<file path="config.mk">
export PLATFORM = sky130hd
export DESIGN_NAME = game_top
export DESIGN_NICKNAME = d
export VERILOG_FILES = /design/src/game_pkg.sv /design/src/game_top.sv /design/src/game_control.sv /design/src/timeout_timer.sv /design/src/press_detector.sv /design/src/round_counters.sv /design/src/sequence_memory.sv /design/src/hex7seg.sv
export SDC_FILE = /design/constraint.sdc
export NUM_CORES = 1
export LEC_CHECK = 0
export BUFFER_PORTS_ARGS = -buffer_cell sky130_fd_sc_hd__buf_2
export CELL_PAD_IN_SITES_DETAIL_PLACEMENT = 0
export CELL_PAD_IN_SITES_GLOBAL_PLACEMENT = 1
export CORE_ASPECT_RATIO = 1.25
export CORE_UTILIZATION = 45
export DETAILED_ROUTE_END_ITERATION = 8
export PLACE_DENSITY_LB_ADDON = 0.1
export SLEW_MARGIN = 25
export SYNTH_ARGS = -nofsm -noshare
export SYNTH_HDL_FRONTEND = slang
export SYNTH_HIERARCHICAL = 1
export SYNTH_SLANG_ARGS = --single-unit
</file>
<file path="constraint.sdc">
create_clock -name clock -period 2.45 [get_ports clock]
set_input_delay 0.1225 -clock clock [delete_from_list [all_inputs] [get_ports clock]]
set_output_delay 0.1225 -clock clock [all_outputs]
set_load 0.02 [all_outputs]
</file>
<file path="src/game_pkg.sv">
`default_nettype none

package game_pkg;

    // ----------------------------------------------------------------------
    // Widths and sequence
    // ----------------------------------------------------------------------
    localparam int NIBBLE_W  = 4;
    localparam int SEQ_DEPTH = 16;

    // Entry 0 is the rightmost word, entry 15 the leftmost
    localparam logic [SEQ_DEPTH-1:0][NIBBLE_W-1:0] SEQ_TABLE = {
        4'b0100, 4'b0001, 4'b1000, 4'b1000,
        4'b0100, 4'b0100, 4'b0010, 4'b0010,
        4'b0001, 4'b0001, 4'b0010, 4'b0100,
        4'b1000, 4'b0100, 4'b0010, 4'b0001
    };

    // State codes double as the digit on the state display
    typedef enum logic [NIBBLE_W-1:0] {
        IDLE       = 4'h0,
        PREP       = 4'h1,
        WAIT_PRESS = 4'h2,
        JUDGE      = 4'h3,
        NEXT_POS   = 4'h4,
        NEXT_ROUND = 4'h5,
        WON        = 4'hA,
        LOST       = 4'hE
    } game_state_t;

    // ----------------------------------------------------------------------
    // Control, status and debug bundles
    // ----------------------------------------------------------------------
    typedef struct packed {
        logic clear_pos;
        logic step_pos;
        logic clear_limit;
        logic step_limit;
    } counter_ctrl_t;

    typedef struct packed {
        logic pos_at_limit;
        logic limit_at_last;
    } counter_flags_t;

    typedef struct packed {
        logic pronto;
        logic acertou;
        logic errou;
        logic timed_out;
    } game_result_t;

    typedef struct packed {
        logic [6:0] position;
        logic [6:0] memory;
        logic [6:0] state;
        logic [6:0] press;
        logic [6:0] limit;
    } debug_segments_t;

endpackage

`default_nettype wire
</file>
<file path="src/game_top.sv">
`timescale 1ns/100ps
`default_nettype none

module game_top #(
    parameter int TIMEOUT_CYCLES = 2000
) (
    input  logic                          clock,
    input  logic                          arst_n,
    input  logic                          jogar,
    input  logic [game_pkg::NIBBLE_W-1:0] botoes,
    output game_pkg::game_result_t        result,
    output logic [game_pkg::NIBBLE_W-1:0] leds,
    output game_pkg::debug_segments_t     debug
);
    import game_pkg::*;

    counter_ctrl_t       ctrl;
    counter_flags_t      flags;
    game_state_t         state;
    logic [NIBBLE_W-1:0] pos;
    logic [NIBBLE_W-1:0] limit;
    logic [NIBBLE_W-1:0] expected;
    logic [NIBBLE_W-1:0] press_value;
    logic                press;
    logic                clear_press;
    logic                wait_active;
    logic                expired;

    // ----------------------------------------------------------------------
    // Control and datapath
    // ----------------------------------------------------------------------
    game_control control_i (
        .clock       ( clock       ),
        .arst_n      ( arst_n      ),
        .jogar       ( jogar       ),
        .press       ( press       ),
        .press_value ( press_value ),
        .expected    ( expected    ),
        .flags       ( flags       ),
        .expired     ( expired     ),
        .ctrl        ( ctrl        ),
        .clear_press ( clear_press ),
        .wait_active ( wait_active ),
        .state       ( state       ),
        .result      ( result      )
    );

    round_counters counters_i (
        .clock  ( clock  ),
        .arst_n ( arst_n ),
        .ctrl   ( ctrl   ),
        .pos    ( pos    ),
        .limit  ( limit  ),
        .flags  ( flags  )
    );

    sequence_memory memory_i (
        .pos      ( pos      ),
        .expected ( expected )
    );

    press_detector detector_i (
        .clock       ( clock       ),
        .arst_n      ( arst_n      ),
        .botoes      ( botoes      ),
        .clear_press ( clear_press ),
        .press       ( press       ),
        .press_value ( press_value )
    );

    timeout_timer #(
        .TIMEOUT_CYCLES ( TIMEOUT_CYCLES )
    ) timer_i (
        .clock       ( clock       ),
        .arst_n      ( arst_n      ),
        .wait_active ( wait_active ),
        .expired     ( expired     )
    );

    assign leds = press_value;

    // Debug displays
    hex7seg hex_pos_i   ( .hexa ( pos         ), .display ( debug.position ) );
    hex7seg hex_mem_i   ( .hexa ( expected    ), .display ( debug.memory   ) );
    hex7seg hex_state_i ( .hexa ( state       ), .display ( debug.state    ) );
    hex7seg hex_press_i ( .hexa ( press_value ), .display ( debug.press    ) );
    hex7seg hex_limit_i ( .hexa ( limit       ), .display ( debug.limit    ) );

endmodule

`default_nettype wire

</file>
<file path="src/game_control.sv">
`timescale 1ns/100ps
`default_nettype none

module game_control (
    input  logic                          clock,
    input  logic                          arst_n,
    input  logic                          jogar,
    input  logic                          press,
    input  logic [game_pkg::NIBBLE_W-1:0] press_value,
    input  logic [game_pkg::NIBBLE_W-1:0] expected,
    input  game_pkg::counter_flags_t      flags,
    input  logic                          expired,
    output game_pkg::counter_ctrl_t       ctrl,
    output logic                          clear_press,
    output logic                          wait_active,
    output game_pkg::game_state_t         state,
    output game_pkg::game_result_t        result
);
    import game_pkg::*;

    game_state_t state_next;
    logic        match;

    // Only judgement of a press in the whole design
    assign match = (press_value == expected);

    // ----------------------------------------------------------------------
    // State register
    // ----------------------------------------------------------------------
    always_ff @(posedge clock or negedge arst_n) begin
        if (!arst_n) begin
            state <= IDLE;
        end else begin
            state <= state_next;
        end
    end

    always_comb begin
        state_next = state;
        case (state)
            IDLE, WON, LOST: begin
                if (jogar) begin
                    state_next = PREP;
                end
            end
            PREP: state_next = WAIT_PRESS;
            WAIT_PRESS: begin
                // A press in the same cycle as expiry still counts
                if (press) begin
                    state_next = JUDGE;
                end else if (expired) begin
                    state_next = LOST;
                end
            end
            JUDGE: begin
                if (!match) begin
                    state_next = LOST;
                end else if (!flags.pos_at_limit) begin
                    state_next = NEXT_POS;
                end else if (!flags.limit_at_last) begin
                    state_next = NEXT_ROUND;
                end else begin
                    state_next = WON;
                end
            end
            NEXT_POS, NEXT_ROUND: state_next = WAIT_PRESS;
            default: state_next = IDLE;
        endcase
    end

    // ----------------------------------------------------------------------
    // Datapath commands
    // ----------------------------------------------------------------------
    always_comb begin
        ctrl = '0;
        case (state)
            PREP: begin
                ctrl.clear_pos   = 1'b1;
                ctrl.clear_limit = 1'b1;
            end
            NEXT_POS: ctrl.step_pos = 1'b1;
            NEXT_ROUND: begin
                ctrl.step_limit = 1'b1;
                ctrl.clear_pos  = 1'b1;
            end
            default: ctrl = '0;
        endcase
    end

    assign clear_press = (state == PREP);
    assign wait_active = (state == WAIT_PRESS);

    // Outcome held from the end of a game until the next start
    always_ff @(posedge clock or negedge arst_n) begin
        if (!arst_n) begin
            result <= '0;
        end else if (state_next == PREP) begin
            result <= '0;
        end else if (state == JUDGE && state_next == WON) begin
            result.pronto  <= 1'b1;
            result.acertou <= 1'b1;
        end else if (state == JUDGE && state_next == LOST) begin
            result.pronto <= 1'b1;
            result.errou  <= 1'b1;
        end else if (state == WAIT_PRESS && state_next == LOST) begin
            result.pronto    <= 1'b1;
            result.errou     <= 1'b1;
            result.timed_out <= 1'b1;
        end
    end

endmodule

`default_nettype wire

</file>
<file path="src/timeout_timer.sv">
`timescale 1ns/100ps
`default_nettype none

module timeout_timer #(
    parameter int TIMEOUT_CYCLES = 2000
) (
    input  logic clock,
    input  logic arst_n,
    input  logic wait_active,
    output logic expired
);

    localparam int CNT_W = $clog2(TIMEOUT_CYCLES + 1);

    logic [CNT_W-1:0] count;

    // Restarts whenever the wait ends, saturates at the limit
    always_ff @(posedge clock or negedge arst_n) begin
        if (!arst_n) begin
            count <= '0;
        end else if (!wait_active) begin
            count <= '0;
        end else if (!expired) begin
            count <= count + 1'b1;
        end
    end

    assign expired = (count == CNT_W'(TIMEOUT_CYCLES));

endmodule

`default_nettype wire

</file>
<file path="src/press_detector.sv">
`timescale 1ns/100ps
`default_nettype none

module press_detector (
    input  logic                          clock,
    input  logic                          arst_n,
    input  logic [game_pkg::NIBBLE_W-1:0] botoes,
    input  logic                          clear_press,
    output logic                          press,
    output logic [game_pkg::NIBBLE_W-1:0] press_value
);

    logic any_now;
    logic any_prev;
    logic new_press;

    // A press starts when some button goes down after all were up
    assign any_now   = |botoes;
    assign new_press = any_now & ~any_prev;

    always_ff @(posedge clock or negedge arst_n) begin
        if (!arst_n) begin
            any_prev <= 1'b0;
            press    <= 1'b0;
        end else begin
            any_prev <= any_now;
            press    <= new_press;
        end
    end

    // Pattern stays visible on the leds until the next press
    // A press that starts in PREP keeps its pattern for the judge
    always_ff @(posedge clock or negedge arst_n) begin
        if (!arst_n) begin
            press_value <= '0;
        end else if (new_press) begin
            press_value <= botoes;
        end else if (clear_press) begin
            press_value <= '0;
        end
    end

endmodule

`default_nettype wire

</file>
<file path="src/round_counters.sv">
`timescale 1ns/100ps
`default_nettype none

module round_counters (
    input  logic                          clock,
    input  logic                          arst_n,
    input  game_pkg::counter_ctrl_t       ctrl,
    output logic [game_pkg::NIBBLE_W-1:0] pos,
    output logic [game_pkg::NIBBLE_W-1:0] limit,
    output game_pkg::counter_flags_t      flags
);
    import game_pkg::*;

    // ----------------------------------------------------------------------
    // Position inside the current round
    // ----------------------------------------------------------------------
    always_ff @(posedge clock or negedge arst_n) begin
        if (!arst_n) begin
            pos <= '0;
        end else if (ctrl.clear_pos) begin
            pos <= '0;
        end else if (ctrl.step_pos) begin
            pos <= pos + 1'b1;
        end
    end

    // ----------------------------------------------------------------------
    // Last position of the current round
    // ----------------------------------------------------------------------
    always_ff @(posedge clock or negedge arst_n) begin
        if (!arst_n) begin
            limit <= '0;
        end else if (ctrl.clear_limit) begin
            limit <= '0;
        end else if (ctrl.step_limit) begin
            limit <= limit + 1'b1;
        end
    end

    // Round is complete once the position reaches the limit
    always_comb begin
        flags.pos_at_limit  = (pos == limit);
        flags.limit_at_last = (limit == NIBBLE_W'(SEQ_DEPTH - 1));
    end

endmodule

`default_nettype wire

</file>
<file path="src/sequence_memory.sv">
`timescale 1ns/100ps
`default_nettype none

// Read-only store of the game sequence
module sequence_memory (
    input  logic [game_pkg::NIBBLE_W-1:0] pos,
    output logic [game_pkg::NIBBLE_W-1:0] expected
);
    import game_pkg::*;

    logic [NIBBLE_W-1:0] rom [SEQ_DEPTH];

    // Unpack the table into addressable words
    always_comb begin
        for (int i = 0; i < SEQ_DEPTH; i++) begin
            rom[i] = SEQ_TABLE[i];
        end
    end

    // Asynchronous read, expected follows pos in the same cycle
    assign expected = rom[pos];

endmodule

`default_nettype wire

</file>
<file path="src/hex7seg.sv">
`timescale 1ns/100ps
`default_nettype none

// Segment order is {g, f, e, d, c, b, a}, a lit segment is 0
module hex7seg (
    input  logic [3:0] hexa,
    output logic [6:0] display
);

    always_comb begin
        case (hexa)
            4'h0: display = 7'b1000000;
            4'h1: display = 7'b1111001;
            4'h2: display = 7'b0100100;
            4'h3: display = 7'b0110000;
            4'h4: display = 7'b0011001;
            4'h5: display = 7'b0010010;
            4'h6: display = 7'b0000010;
            4'h7: display = 7'b1111000;
            4'h8: display = 7'b0000000;
            4'h9: display = 7'b0010000;
            4'hA: display = 7'b0001000;
            4'hB: display = 7'b0000011;
            4'hC: display = 7'b1000110;
            4'hD: display = 7'b0100001;
            4'hE: display = 7'b0000110;
            default: display = 7'b0001110;
        endcase
    end

endmodule

`default_nettype wire

</file>
Yosys cells after proc, flatten, opt, wreduce, memory -nomap -nowiden
Memories as Yosys holds them, arrays and structs flattened.
Cells that the tools add are included.

word-level totals
  register bits = 33
  bits in read-only memories = 624
  input port bits = 7
  logic and storage cells = 88
  memories kept = 6

operators by class
  add/subtract/negate cells = 3
  $lt $le $gt $ge = 1
  equality and inequality tests = 17
  mux-type cells = 30
  bitwise logic cells = 3
  reduce and logical (&&, ||, !) cells = 17

memory list
  name              words  bits a word  read ports  clocked after Yosys merged registers in  write ports  line                   RTL
  (name not given)  16     7            1           0                                        0            hex7seg.sv:11          case (hexa)
  (name not given)  16     7            1           0                                        0            hex7seg.sv:11
  (name not given)  16     7            1           0                                        0            hex7seg.sv:11
  (name not given)  16     7            1           0                                        0            hex7seg.sv:11
  (name not given)  16     7            1           0                                        0            hex7seg.sv:11
  (name not given)  16     4            1           0                                        0            sequence_memory.sv:21  assign expected = rom[pos];

operator list
  cell                     number
  $mux W4                  15
  $mux W11                 2
  $eq A4 B4 Y1 const B     5
  $pmux W4 S4              1
  $add A11 B1 Y11 const B  1
  $eq A11 B11 Y1 const B   1
  $mux W1                  10
  $reduce_bool A2 Y1       5
  $add A4 B1 Y4 const B    2
  $eq A4 B1 Y1 const B     2
  $eq A4 B2 Y1 const B     2
  $eq A4 B3 Y1 const B     2
  $eq A4 B4 Y1             2
  $reduce_or A3 Y1         2
  $ge A5 B5 Y1 const B     1
  $not A4 Y5               1
  $logic_not A4 Y1         1
  $mux W2                  2
  $ne A2 B1 Y1 const B     2
  $reduce_bool A4 Y1       1
  $reduce_or A4 Y1         1
  $logic_and A1 B1 Y1      3
  $reduce_and A3 Y1        1
  $reduce_bool A3 Y1       1
  5 further kinds          5

Logic depth before layout (Yosys ltp)
  word-level depth = 13
  mapped depth = 8
  mapped depth without buffers = 7

Hierarchy
Netlist, hierarchy kept.

modules (own cells, without submodules)
  module                      times used  cells each  area an instance (µm²)  seq. area each (µm²)
  hex7seg at hex_limit_i ...  4           32          275.3                   0.0
  timeout_timer               1           63          626.9                   275.3
  game_control                1           52          540.5                   200.2
  round_counters              1           38          432.9                   200.2
  press_detector              1           25          310.3                   150.1
  hex7seg at hex_press_i      1           33          274.0                   0.0
  sequence_memory             1           14          87.6                    0.0

Worst setup path after synthesis
No wires, ideal clock.

  path type = reg-to-output
  start point = reg counters_i/pos[0] in the netlist's numbering
  end point = out debug[24] in the netlist's numbering
  arrival = 2117 ps
  data required time = 2328 ps
  setup slack = 211 ps
  stages on the path, launching flop included = 7
  path buffers = 0
  path through = dfrtp_1 -> nand2b_1 -> a21oi_1 -> inv_1 -> ha_1 -> inv_1 -> mux4_1

RTL lines
  what                    line                  RTL
  from (decl)             round_counters.sv:8   output logic [game_pkg::NIBBLE_W-1:0] pos,
  from (signal assigned)  round_counters.sv:23  pos <= pos + 1'b1;
  to (decl)               game_top.sv:13        output game_pkg::debug_segments_t debug

==> reports/qor.csv <==
metric;value;unit
crit_type;flop to output port;
whs;0.0835;ns
areaGrowthSynthToFinish;20.1;%
period_share;98.0;%
fp.dieW;79.4;um
grt_max_degree;34;
place.gp.congestion;0.782;
coreArea;0.00710;mm^2
maxSlewViolCount;0;
antenna_left;0;
yosys-top-cells-area;dfrtp_1 (24%), ha_1 (14%), mux2i_1 (6.8%), mux4_1 (3.9%), nor2_1 (3.6%);
max_freq;417;MHz
stdcell_count;516;
vias;2835;
clk_path_buf_depth;2;
clk_pin_slew;0.07;ns
grt_pass1_wl;12400;um
clk_latency;0.28;ns
setup_viol;0;
dp_worst_setup_slack;0.112;ns
grt_overflow;0;
yosysTopAreaCell;dfrtp_1;
p_leak;0.00185;uW
drc;0;
startpoint_type;flop;
htree_levels;2;
ios;50;
ys_top_cells_by_count;ha_1 (39), dfrtp_1 (33), nor2_1 (32);
worstPathArrival;2.28;ns
grt_pass1_vias;2691;
rows;34;
fillers;641;
layout-drive-gt1-share;29.1;%
clkSinkCount;33;
syn_nets;399;
antenna_found_initial;0;
fin_worst_skew;0.00513;ns
detail_route.first_pass.iterations;4;
maxCapViolCount;0;
nets;471;
timing.final.ws_setup;0.0499;ns
drt-total-wl;7200;um
worstPathRequired;2.33;ns
dieArea;0.00785;mm^2
cp-end-kind;output port;
rsz0062_at_grt;yes;
synthFlopType;dfrtp_1;
synth-edff-count;0;
cts_root_buf;clkbuf_8;
netlist_area;0.00337;mm^2
status;finished clean;
vdd_drop_max;0.778;mV
io_buffers;49;
drt_iter0_markers;61;
fin_crit;2.40;ns
power;4640;uW
yosysMostFrequentCell;ha_1;
max_slew_margin;50.1;%
async_flop_share;100;%
hpwl;5100;um
grtUsageTotal;19.3;%
syn_inst;353;
start_util;47.5;%
cts_made_buffers;5;
reg2reg_slack;0.21;ns
wire_per_inst;14.0;um
ys_warn_count;6;
setup_tns;0;ns
avgSynthCellArea;9.56;um^2
placedCellCount;494;
p_per_area;1140;mW/mm^2
synth_cell_types;62;
insertedDiodeCount;0;
worst_pin_slew;0.749;ns
finalHoldViolations;0;
hold_path.class;input port to flop;
ys_ff_latch;33;
die_y;98.8;um
critPathMaxFanout;7;
vias_per_cell;5.49;
synth_seq_area_share;24.5;%
yosysTopAreaCellShare;24.5;%
cts_tree;built;
[repair_timing]
item / 4_1_cts / 5_1_grt
pin swaps: 0 / 3
hold buffers: 1 / 0
resized for setup: 8 / 12
buffers inserted: 2 / 11
endpoints found under the hold margin: 33 / 0
setup endpoints to repair: 3 / 2
[registers in the layout, indices dropped and copies added, names as in the netlist]
name                    flops
timer_i/count              11
detector_i/press            1
control_i/result            4
detector_i/any_prev         1
control_i/state             4
counters_i/pos              4
detector_i/press_value      4
counters_i/limit            4
[cell usage in the layout (no fill, tap or decap), drive strengths merged, types with 3 or more instances in the layout]
cell type and n:
ha 39, mux2i 23, a31oi 3, nor2 32
inv 24, or3b 5, mux2 7, mux4 5
nor4 4, a21oi 18, clkbuf 7, nor2b 4
a211oi 3, nand2b 13, nand2 18, buf 79
o21ai 11, nor3 3, xnor2 6, o211ai 4
or4 4, or3 3, a32o 5, o31ai 5
dfrtp 33, a22o 9, nor4b 3, nand3 7
and2b 4, nor3b 3, nand3b 8, xor2 6
nand4 4
[final cells by class]
class	instances	area [um^2]	share of cell area [%]
Clock buffer	7	86.3	2.13
Clock inverter	1	30.0	0.741
Inverter	24	90.1	2.22
Multi-Input combinational cell	281	2390	58.9
Sequential cell	33	830	20.5
Tap cell	90	113	2.78
Timing Repair Buffer	80	517	12.8
[cell families (layout without fill, tap and decap cells)]
group | after synthesis | in the layout | synth area share, %
buffers and inverters | 39 | 112 | 6.05
and+or+nand+nor | 124 | 124 | 22.7
DFF | 33 | 33 | 24.5
AOI/OAI and AO/OA | 71 | 71 | 15.8
muxes | 35 | 35 | 13.4
xor gates and xnor gates | 12 | 12 | 3.12
adders and majority gates | 39 | 39 | 14.5
[worst max-delay path, cell delays in order, from the launching register on]
cell     delay, ns
dfrtp_2       0.46
nor4_4        0.29
a31o_1        0.22
inv_2         0.10
ha_4          0.27
inv_1         0.04
mux4_2        0.46
buf_6         0.15
[power by group]
group | total (uW) | switching (uW) | leakage (uW) | internal [uW]
logic | 3160 | 1740 | 0.00136 | 1410
clock network | 531 | 199 | 0.0000585 | 332
registers | 948 | 296 | 0.000439 | 652
[metrics by stage]
step / util, % / instance area, um^2
finish: 57.0 / 4050
global route: 57.0 / 4050
CTS: 55.1 / 3920
detailed placement: 52.8 / 3750
global placement: 52.8 / 3750
floorplan: - / 3370
[path summary, 6_finish.rpt]
check	start	to	depth (start not counted)
min reg2reg	control_i/result[0]	control_i/result[0]	2
min in group asynchronous	arst_n	timer_i/count[1]	2
min	botoes[3]	detector_i/press_value[3]	3
max	counters_i/pos[2]	debug[24]	7
max reg2reg	counters_i/pos[1]	control_i/state[0]	9
max in group asynchronous	arst_n	counters_i/pos[2]	2
[routing by layer]
layer  up-vias  track usage [%]  wire length [um]
met4         0             4.62                68
met1      1348             26.0              3390
met3         8             2.78               205
met5         -                0                 0
li1       1441                -                 -
met2        38             32.3              3540
No activity file was read; power rests on OpenSTA's default activity.
